`config.mk`:
```
export PLATFORM = sky130hd
export DESIGN_NAME = aluCore
export DESIGN_NICKNAME = d
export VERILOG_FILES = /design/src/design/mipsPkg.sv /design/src/design/stageIfs.sv /design/src/design/aluCore.sv /design/src/design/regWriteback.sv /design/src/design/aluExecute.sv /design/src/design/instDecode.sv
export SDC_FILE = /design/constraint.sdc
export NUM_CORES = 2
export LEC_CHECK = 0
export BUFFER_PORTS_ARGS = -buffer_cell sky130_fd_sc_hd__buf_2
export CORE_MARGIN = 1.5
export CORE_UTILIZATION = 40
export DETAILED_ROUTE_END_ITERATION = 8
export GPL_TIMING_DRIVEN = 0
export SLEW_MARGIN = 20
export SYNTH_ARGS = -nofsm -noshare
export SYNTH_HDL_FRONTEND = slang
export SYNTH_HIERARCHICAL = 1
export SYNTH_SLANG_ARGS = --single-unit
```
`constraint.sdc`:
```
create_clock -name clk -period 12.9 [get_ports clk]
set_clock_uncertainty 0.05 [all_clocks]
set_input_delay 2.58 -clock clk [delete_from_list [all_inputs] [get_ports clk]]
set_output_delay 2.58 -clock clk [all_outputs]
set_load 0.05 [all_outputs]
```
`src/design/mipsPkg.sv`:
```
package mipsPkg;

    localparam int dataWidth    = 32;
    localparam int regAddrWidth = 5;
    localparam int regCount     = 32;

    // major opcodes.
    localparam logic [5:0] opSpecial = 6'h00;
    localparam logic [5:0] opAddi    = 6'h08;
    localparam logic [5:0] opAddiu   = 6'h09;
    localparam logic [5:0] opSlti    = 6'h0a;
    localparam logic [5:0] opSltiu   = 6'h0b;
    localparam logic [5:0] opAndi    = 6'h0c;
    localparam logic [5:0] opOri     = 6'h0d;
    localparam logic [5:0] opXori    = 6'h0e;
    localparam logic [5:0] opLui     = 6'h0f;

    // funct codes under opSpecial.
    localparam logic [5:0] fnSll  = 6'h00;
    localparam logic [5:0] fnSrl  = 6'h02;
    localparam logic [5:0] fnSra  = 6'h03;
    localparam logic [5:0] fnSllv = 6'h04;
    localparam logic [5:0] fnSrlv = 6'h06;
    localparam logic [5:0] fnSrav = 6'h07;
    localparam logic [5:0] fnAdd  = 6'h20;
    localparam logic [5:0] fnAddu = 6'h21;
    localparam logic [5:0] fnSub  = 6'h22;
    localparam logic [5:0] fnSubu = 6'h23;
    localparam logic [5:0] fnAnd  = 6'h24;
    localparam logic [5:0] fnOr   = 6'h25;
    localparam logic [5:0] fnXor  = 6'h26;
    localparam logic [5:0] fnNor  = 6'h27;
    localparam logic [5:0] fnSlt  = 6'h2a;
    localparam logic [5:0] fnSltu = 6'h2b;

    typedef enum logic [3:0] {
        aluAdd,
        aluSub,
        aluSlt,
        aluSltu,
        aluAnd,
        aluOr,
        aluXor,
        aluNor,
        aluSll,
        aluSrl,
        aluSra
    } aluOp;

    // same word seen as R-type or I-type.
    typedef union packed {
        struct packed {
            logic [5:0]              opcode;
            logic [regAddrWidth-1:0] rs;
            logic [regAddrWidth-1:0] rt;
            logic [regAddrWidth-1:0] rd;
            logic [4:0]              shamt;
            logic [5:0]              funct;
        } rFields;
        struct packed {
            logic [5:0]              opcode;
            logic [regAddrWidth-1:0] rs;
            logic [regAddrWidth-1:0] rt;
            logic [15:0]             imm16;
        } iFields;
    } instWord;

endpackage
```
`src/design/stageIfs.sv`:
```
`timescale 1ns/1ps

// decoded micro-operation, registered in decode.
interface uopIf import mipsPkg::*; ();
    logic                    uopValid;
    aluOp                    op;
    logic [regAddrWidth-1:0] src0Addr;
    logic [regAddrWidth-1:0] src1Addr;
    logic [regAddrWidth-1:0] dstAddr;
    logic                    useImm;
    logic [dataWidth-1:0]    imm;
    logic                    shiftByReg;

    modport decode (
        output uopValid, op, src0Addr, src1Addr, dstAddr,
        output useImm, imm, shiftByReg
    );

    modport execute (
        input uopValid, op, src0Addr, src1Addr, dstAddr,
        input useImm, imm, shiftByReg
    );
endinterface

// two combinational register file read ports.
interface readIf import mipsPkg::*; ();
    logic [regAddrWidth-1:0] rAddr0;
    logic [regAddrWidth-1:0] rAddr1;
    logic [dataWidth-1:0]    rData0;
    logic [dataWidth-1:0]    rData1;

    modport execute (
        output rAddr0, rAddr1,
        input  rData0, rData1
    );

    modport regs (
        input  rAddr0, rAddr1,
        output rData0, rData1
    );
endinterface

```
`src/design/aluCore.sv`:
```
`timescale 1ns/1ps

module aluCore import mipsPkg::*; (
    input  logic                    clk,
    input  logic                    rst,
    input  logic                    instValid,
    input  logic [dataWidth-1:0]    instData,
    output logic                    wbValid,
    output logic [regAddrWidth-1:0] wbAddr,
    output logic [dataWidth-1:0]    wbData
);
    logic                    resValid;
    logic [regAddrWidth-1:0] resAddr;
    logic [dataWidth-1:0]    resData;

    uopIf  uopBus ();
    readIf readBus ();

    instDecode decodeStage (
        .clk       (clk),
        .rst       (rst),
        .instValid (instValid),
        .inst      (instData),
        .uop       (uopBus.decode)
    );

    aluExecute executeStage (
        .uop      (uopBus.execute),
        .rd       (readBus.execute),
        .resValid (resValid),
        .resAddr  (resAddr),
        .resData  (resData)
    );

    regWriteback writebackStage (
        .clk      (clk),
        .rst      (rst),
        .rd       (readBus.regs),
        .resValid (resValid),
        .resAddr  (resAddr),
        .resData  (resData),
        .wbValid  (wbValid),
        .wbAddr   (wbAddr),
        .wbData   (wbData)
    );

endmodule

```
`src/design/regWriteback.sv`:
```
`timescale 1ns/1ps

module regWriteback import mipsPkg::*; (
    input  logic                    clk,
    input  logic                    rst,
    readIf.regs                     rd,
    input  logic                    resValid,
    input  logic [regAddrWidth-1:0] resAddr,
    input  logic [dataWidth-1:0]    resData,
    output logic                    wbValid,
    output logic [regAddrWidth-1:0] wbAddr,
    output logic [dataWidth-1:0]    wbData
);
    logic [dataWidth-1:0] regFile [regCount];

    always_ff @(posedge clk) begin
        if (rst) begin
            for (int i = 0; i < regCount; i++) begin
                regFile[i] <= '0;
            end
        end else if (resValid) begin
            regFile[resAddr] <= resData;
        end
    end

    always_ff @(posedge clk) begin
        if (rst) begin
            wbValid <= 1'b0;
        end else begin
            wbValid <= resValid;
        end
    end

    always_ff @(posedge clk) begin
        wbAddr <= resAddr;
        wbData <= resData;
    end

    // r0 reads as zero.
    assign rd.rData0 = (rd.rAddr0 == '0) ? '0 : regFile[rd.rAddr0];
    assign rd.rData1 = (rd.rAddr1 == '0) ? '0 : regFile[rd.rAddr1];

endmodule

```
`src/design/aluExecute.sv`:
```
`timescale 1ns/1ps

module aluExecute import mipsPkg::*; (
    uopIf.execute                   uop,
    readIf.execute                  rd,
    output logic                    resValid,
    output logic [regAddrWidth-1:0] resAddr,
    output logic [dataWidth-1:0]    resData
);
    logic [dataWidth-1:0] opA;
    logic [dataWidth-1:0] opB;
    logic [4:0]           shamt;

    assign rd.rAddr0 = uop.src0Addr;
    assign rd.rAddr1 = uop.src1Addr;

    assign opA   = rd.rData0;
    assign opB   = uop.useImm ? uop.imm : rd.rData1;
    assign shamt = uop.shiftByReg ? rd.rData1[4:0] : uop.imm[4:0];

    always_comb begin
        case (uop.op)
            aluAdd:  resData = opA + opB;
            aluSub:  resData = opA - opB;
            aluSlt: begin
                resData = {31'd0, $signed(opA) < $signed(opB)};
            end
            aluSltu: begin
                resData = {31'd0, opA < opB};
            end
            aluAnd:  resData = opA & opB;
            aluOr:   resData = opA | opB;
            aluXor:  resData = opA ^ opB;
            aluNor:  resData = ~(opA | opB);
            aluSll:  resData = opA << shamt;
            aluSrl:  resData = opA >> shamt;
            // arithmetic shift keeps the sign.
            aluSra:  resData = $unsigned($signed(opA) >>> shamt);
            default: resData = '0;
        endcase
    end

    assign resValid = uop.uopValid;
    assign resAddr  = uop.dstAddr;

endmodule

```
`src/design/instDecode.sv`:
```
`timescale 1ns/1ps

module instDecode import mipsPkg::*; (
    input  logic    clk,
    input  logic    rst,
    input  logic    instValid,
    input  instWord inst,
    uopIf.decode    uop
);
    logic                    known;
    aluOp                    op;
    logic [regAddrWidth-1:0] src0Addr;
    logic [regAddrWidth-1:0] src1Addr;
    logic [regAddrWidth-1:0] dstAddr;
    logic                    useImm;
    logic                    shiftByReg;
    logic [dataWidth-1:0]    imm;
    logic [dataWidth-1:0]    immSext;
    logic [dataWidth-1:0]    immZext;
    logic [dataWidth-1:0]    immShamt;
    logic [dataWidth-1:0]    immLui;

    assign immSext  = {{16{inst.iFields.imm16[15]}}, inst.iFields.imm16};
    assign immZext  = {16'h0000, inst.iFields.imm16};
    assign immShamt = {27'd0, inst.rFields.shamt};
    assign immLui   = {inst.iFields.imm16, 16'h0000};

    always_comb begin
        known      = 1'b1;
        op         = aluAdd;
        src0Addr   = inst.rFields.rs;
        src1Addr   = inst.rFields.rt;
        dstAddr    = inst.rFields.rd;
        useImm     = 1'b0;
        shiftByReg = 1'b0;
        imm        = immSext;
        if (inst.rFields.opcode == opSpecial) begin
            case (inst.rFields.funct)
                fnSll:          op = aluSll;
                fnSrl:          op = aluSrl;
                fnSra:          op = aluSra;
                fnSllv: begin
                    op         = aluSll;
                    shiftByReg = 1'b1;
                end
                fnSrlv: begin
                    op         = aluSrl;
                    shiftByReg = 1'b1;
                end
                fnSrav: begin
                    op         = aluSra;
                    shiftByReg = 1'b1;
                end
                fnAdd, fnAddu:  op = aluAdd;
                fnSub, fnSubu:  op = aluSub;
                fnAnd:          op = aluAnd;
                fnOr:           op = aluOr;
                fnXor:          op = aluXor;
                fnNor:          op = aluNor;
                fnSlt:          op = aluSlt;
                fnSltu:         op = aluSltu;
                default:        known = 1'b0;
            endcase
            // shifted value comes from rt, a variable amount from rs.
            if (op inside {aluSll, aluSrl, aluSra}) begin
                src0Addr = inst.rFields.rt;
                src1Addr = inst.rFields.rs;
                useImm   = !shiftByReg;
                imm      = immShamt;
            end
        end else begin
            dstAddr = inst.iFields.rt;
            useImm  = 1'b1;
            case (inst.iFields.opcode)
                opAddi, opAddiu: op = aluAdd;
                opSlti:          op = aluSlt;
                opSltiu:         op = aluSltu;
                opAndi: begin
                    op  = aluAnd;
                    imm = immZext;
                end
                opOri: begin
                    op  = aluOr;
                    imm = immZext;
                end
                opXori: begin
                    op  = aluXor;
                    imm = immZext;
                end
                // lui is an or with r0.
                opLui: begin
                    op       = aluOr;
                    src0Addr = '0;
                    imm      = immLui;
                end
                default:         known = 1'b0;
            endcase
        end
    end

    always_ff @(posedge clk) begin
        if (rst) begin
            uop.uopValid <= 1'b0;
        end else begin
            uop.uopValid <= instValid && known && (dstAddr != '0);
        end
    end

    always_ff @(posedge clk) begin
        uop.op         <= op;
        uop.src0Addr   <= src0Addr;
        uop.src1Addr   <= src1Addr;
        uop.dstAddr    <= dstAddr;
        uop.useImm     <= useImm;
        uop.imm        <= imm;
        uop.shiftByReg <= shiftByReg;
    end

endmodule

```
==> Word-level counts from Yosys, hierarchy flattened <==
Memory sizes are Yosys's and may differ from the RTL's. A register that Yosys moved wholly into a read port is not among the register bits.
Index checks and enable logic that the tools add are counted.
{ "totals": {"out_inout_bits": 38, "mem_count": 1, "mem_bits_rw": 1024, "input_bits": 35, "wordCells": 111, "reg_bits": 92} }
{ "memory_table": {"columns": ["name", "depth", "word_bits", "rd", "rd_ports_with_merged_regs", "wr", "line", "rtl"], "rows": [
  ["writebackStage.regFile", 32, 32, 2, 2, 32, "regWriteback.sv:14", "logic [dataWidth-1:0] regFile [regCount];"]
]} }
{ "op_classes": {"order_cmp": 2, "n_shift": 3, "n_eq_ne": 36, "bitwise": 4, "reduce_logical": 20, "n_addsub": 2, "mux": 32} }
{ "ops": {"columns": ["operator", "count"], "rows": [
  ["one-hot mux 32 bit (11 select lines)", 1],
  ["2-to-1 mux 32 bit", 6],
  ["less-than comparator 32 bit", 2],
  ["one-hot mux 32 bit (2 select lines)", 1],
  ["== test 6 bit, second input constant", 10],
  ["== test 6 x 4 -> 1 bit, second input constant", 8],
  ["2-to-1 mux 5 bit", 8],
  ["one-hot mux 4 bit (10 select lines)", 1],
  ["adder 32 bit", 1],
  ["bitwise AND 32 bit", 1],
  ["inverter 32 bit", 1],
  ["bitwise OR 32 bit", 1],
  ["OR reduction 32 bit", 1],
  ["left shift 32 x 5 -> 32 bit", 1],
  [">> shifter 32 x 5 -> 32 bit", 1],
  [">>> shifter 32 x 5 -> 32 bit", 1],
  ["subtractor 32 bit", 1],
  ["XOR 32 bit", 1],
  ["== test 4 bit, second input constant", 6],
  ["== test 6 x 3 -> 1 bit, second input constant", 3],
  ["== test 4 x 3 -> 1 bit, second input constant", 4],
  ["OR reduction 16 bit", 1],
  ["one-hot mux 3 bit (5 select lines)", 1],
  ["== test 6 x 2 -> 1 bit, second input constant", 2],
  ["other kinds (14)", 35]
]} }

==> Depth between registers and ports, before layout <==
{ "logic_depth": {"ltp_word": 8, "ltp_mapped": 27, "depth_no_buf": 20} }

==> Modules after synthesis <==
The synthesis kept the hierarchy.
{ "by_module_without_submodules": {"columns": ["mod", "n_inst", "seq_area_each_um2", "area_per_inst_um2", "cells_per_inst"], "rows": [
  ["regWriteback", 1, 31510.2, 55374.4, 3629],
  ["aluExecute", 1, 0.0, 9591.7, 1502],
  ["instDecode", 1, 1081.0, 1870.5, 195]
]} }

==> Worst setup path after synthesis <==
OpenSTA, ideal clock, no wires.
{ "synth_timing": {"path_kind": "flip-flop to flip-flop", "from": "reg decodeStage.uop.src1Addr[0]", "to": "mem writebackStage.regFile[0][28], data pin", "slack_ps": 7220, "t_arrival_ps": 5499, "setup_time_ps": 131, "period_less_slack_ps": 5680, "path_stages_with_launch": 24, "required_ps": 12719, "path_buffers": 5, "cell_sequence": "dfxtp_1 > buf_4 > buf_4 > buf_6 > buf_2 > mux4_2 > a2111oi_0 > a211oi_1 > mux2i_1 > inv_1 > ha_1 > fa_1 > o21ba_2 > or4_1 > a211oi_1 > o21ai_1 > a31o_2 > a31oi_2 > a31oi_1 > a31oi_1 > a221oi_1 > o21ai_0 > clkbuf_1 > and2_1"} }
{ "synth_rtl": {"columns": ["element", "line", "rtl"], "rows": [
  ["start, declared", "stageIfs.sv:15", "output uopValid, op, src0Addr, src1Addr, dstAddr,"],
  ["end, declared", "regWriteback.sv:14", null]
]} }

==> reports/summary.txt <==
largest net degree at the start of global routing = 33
DP Worst Slack = 3.515 ns
later-pin clock latency in the skew report = 0.79 ns
first-pass GRT wire length = 423.3 mm
Synth cell types = 85
initial antenna violation count = 19
overall routing resource usage = 0.3675
Via-to-Cell Ratio = 6.647
H-tree depth = 3
drt drc = 0
Row Count = 149
worst min path class = flip-flop to flip-flop
max_slew headroom = 0.1416
Worst-path clk slew = 0.06 ns
GRT overflow = 0
CTS root buffer = clkbuf_16
Filler Cell Count = 14883
sequential share of the synthesized area = 0.4876
Primary FF master, synth = edfxtp_1
I/O pin count = 73
Peak VDD IR = 0.1141 mV
Die H = 411.8 um
Crit-path slowest cell = nor2_1
GPL Wtd Cong = 1.036
CTS Sinks = 1116
async set-reset flop share out of synthesis = 0
post-route setup TNS = 0 ns
crit share post-route = 0.7702
fin. max-slew vios = 0
Final HPWL DP = 233.0 mm
Max-Cap Viols = 0
outcome = completed
crit path from = decodeStage/uop.src1Addr[2]$_DFF_P_
Ys Warns = 6
Required @ worst endpoint = 13.39 ns
post-synthesis cell area = 66840 um^2
Net Count, Synth = 5460
worst reg2reg path depth = 24
Port Buffer Count = 69
Die ar. = 169600 um^2
share of layout cells above drive strength 1 = 0.2006
RR Startpoint = decodeStage/uop.src1Addr[2]$_DFF_P_
core area = 165400 um^2
final net count = 5711
Initial DRC Count = 8720
worst-margin pin slew = 1.288 ns
final setup margin = 2.964 ns
Post-synth EDFFs = 1024
Hold Path Depth = 1
DRT Pass-1 Iters = 8
RSZ-0062 raised after global routing = false
Hold EP = writebackStage/wbAddr[1]$_DFF_P_
Pleak = 27.93 nW
# hold bufs at CTS = 0
PostCTS Resize Cnt = 0
CP arrival = 10.42 ns
Total Wirelength = 316.3 mm
R2R Setup Slk = 2.96 ns
maximum net fanout on the critical path = 10
TritonCTS clock tree = built
number of CTS-inserted buffers = 121
vias in the first global route = 50445
Final ANT Viol Nets = 0
Fin. Hold Viols = 0
WL/cell = 40.11 um
die width = 411.8 um
final setup fails = 0
layout overhead on the synthesized area = 12.72%
Initial Util = 0.4042
via count = 52425
Setup Fix Bufs, Post-CTS = 0
critical setup path kind = flip-flop to flip-flop
post-layout min period = 9.936 ns
startpoint types = flip-flop
min-delay src = decodeStage/uop.dstAddr[1]$_DFF_P_
cell count after synthesis = 5326
PwrDens = 145.0 nW/um^2
fmax = 100.6 MHz
final core occ = 0.4556
CTS Buffer Depth = 3
number of synthesized register bits = 1116
Worst R2R End = writebackStage/regFile[17][0]$_SDFFCE_PN0P_
crit path cell chain = buf_4, buf_2, buf_4, nor2_1, and3_1, clkbuf_1, clkbuf_1, a211oi_1, mux2i_1, inv_1, ha_1, fa_1, o21ba_2, or4_1, a211oi_1, o21ai_1, a31o_2, a31oi_2, a31oi_1, a31oi_1, a31oi_1, a211o_1, clkbuf_1, and2_1
Mean Syn Cell Area = 12.55 um^2
critical path's largest stage delay = 0.92 ns
Worst Setup End Kind = flip-flop
how the worst max path moves through the flow:
stage | end | slack, ns | cells past startpoint
after detailed placement | writebackStage/regFile[17][0]$_SDFFCE_PN0P_ | 3.52 | 24
after global routing | writebackStage/regFile[14][0]$_SDFFCE_PN0P_ | 3.02 | 24
after floorplan | writebackStage/regFile[0][28]$_SDFFCE_PN0P_ | 7.22 | 23
after CTS | writebackStage/regFile[15][23]$_SDFFCE_PN0P_ | 3.52 | 21
after global placement | writebackStage/regFile[15][28]$_SDFFCE_PN0P_ | 1.08 | 21
final | writebackStage/regFile[17][0]$_SDFFCE_PN0P_ | 2.96 | 24
power breakdown:
group | switching (mW) | total [mW] | internal (mW)
combinational | 2.14 | 2.90 | 0.760
sequential | 0.0813 | 4.19 | 4.10
clock | 1.56 | 3.85 | 2.29
total | 3.78 | 10.9 | 7.15
area by class of cell:
type	instances	area (um^2)	area share
Inverter	107	401.6	0.005331
Clock buffer	139	3211	0.04261
Tap cell	2189	2739	0.03635
Sequential cell	1116	32590	0.4326
Timing Repair Buffer	128	914.6	0.01214
Clock inverter	89	1179	0.01564
Multi-Input combinational cell	3565	31680	0.4205
Buffer	538	2586	0.03433
Antenna cell	16	40.04	0.0005314
synthesized netlist by cell type, types with 30 or more instances:
cell type | count | area (um^2)
buf_6 | 31 | 349.1
buf_1 | 33 | 123.9
mux2_2 | 48 | 540.5
ha_1 | 97 | 1214
nand2_1 | 250 | 938.4
o22ai_1 | 107 | 669.4
a21o_1 | 35 | 262.8
mux2i_1 | 288 | 2883
dfxtp_1 | 92 | 1842
buf_2 | 65 | 325.3
a21oi_1 | 173 | 865.8
clkbuf_1 | 347 | 1303
nand3_1 | 37 | 185.2
or2_2 | 36 | 225.2
o21ai_0 | 136 | 680.7
a211oi_1 | 70 | 525.5
a22o_1 | 30 | 262.8
inv_1 | 104 | 390.4
edfxtp_1 | 1024 | 30750
nor3_1 | 55 | 275.3
nor2_1 | 207 | 777.0
o211ai_1 | 30 | 225.2
a22oi_1 | 59 | 442.9
buf_4 | 60 | 450.4
o221ai_1 | 36 | 315.3
mux4_2 | 468 | 10540
and2_1 | 1046 | 6544
per-stage QoR:
step	hold slack (ns)	total power [mW]	instances	instance area [um^2]
CTS	0.4749	10.82	7871	75250
finish	0.4742	10.93	7887	75340
global route	0.4745	11.10	7871	75300
global placement	0.4619	6.932	7584	69920
detailed placement	0.4535	7.024	7643	70860
floorplan	0.3728	5.637	5326	66840
metal layers:
metal  share of wire  up-vias  wire, um  GRT usage
li1                -    20701         -          -
met1            0.35    26498    111300     0.4504
met2            0.43     4156    135800     0.5415
met3            0.13     1054     40100     0.1134
met4           0.092       16     29010     0.2812
met5         0.00035        -       112          0
cell usage in the layout, fill, tap and decap left out, types with 37 or more instances in the layout:
master and count:
ha_1 97, a22oi_1 58, a211oi_1 61, mux2i_1 287, o21ai_0 124, nand3_1 37
inv_1 104, dfxtp_1 92, a21oi_1 173, buf_6 54, edfxtp_1 1024, buf_2 139
mux2_2 48, nand2_1 250, and2_1 1046, buf_4 88, o22ai_1 106, clkbuf_16 125
clkbuf_1 342, nor2_1 206, mux4_2 468
critical path: cells and delay by family, from the launching register on:
| family | cells | cell delay [ns] |
|---|---|---|
| AO/OA/AOI/OAI | 10 | 3.28 |
| buffers and inverters | 7 | 2.77 |
| AND/OR/NAND/NOR | 4 | 1.92 |
| adder cells (fa/ha/maj) | 2 | 0.75 |
| multiplexers | 1 | 0.54 |
| flip-flops | 1 | 0.30 |
logic make-up (layout without fill, tap and decap cells):
| logic type | Yosys count | in the layout | share of synthesized area |
|---|---|---|---|
| simple gates | 1746 | 1746 | 0.1457 |
| flops | 1116 | 1116 | 0.4876 |
| compound gates | 893 | 893 | 0.09158 |
| mux | 805 | 805 | 0.2091 |
| buf+inv | 645 | 1001 | 0.04437 |
| fa+ha+maj | 99 | 99 | 0.01876 |
| xor+xnor | 22 | 22 | 0.002883 |
| other cells | 0 | 16 | 0 |
flip-flops by register name (all words and copies together) (netlist names), 4 cells and up:
name	cells
writebackStage/regFile	1024
decodeStage/uop.src1Addr	5
writebackStage/wbData	32
decodeStage/uop.op	4
writebackStage/wbAddr	5
decodeStage/uop.imm	32
decodeStage/uop.dstAddr	5
decodeStage/uop.src0Addr	5
Power figures use the tool's default switching activity.
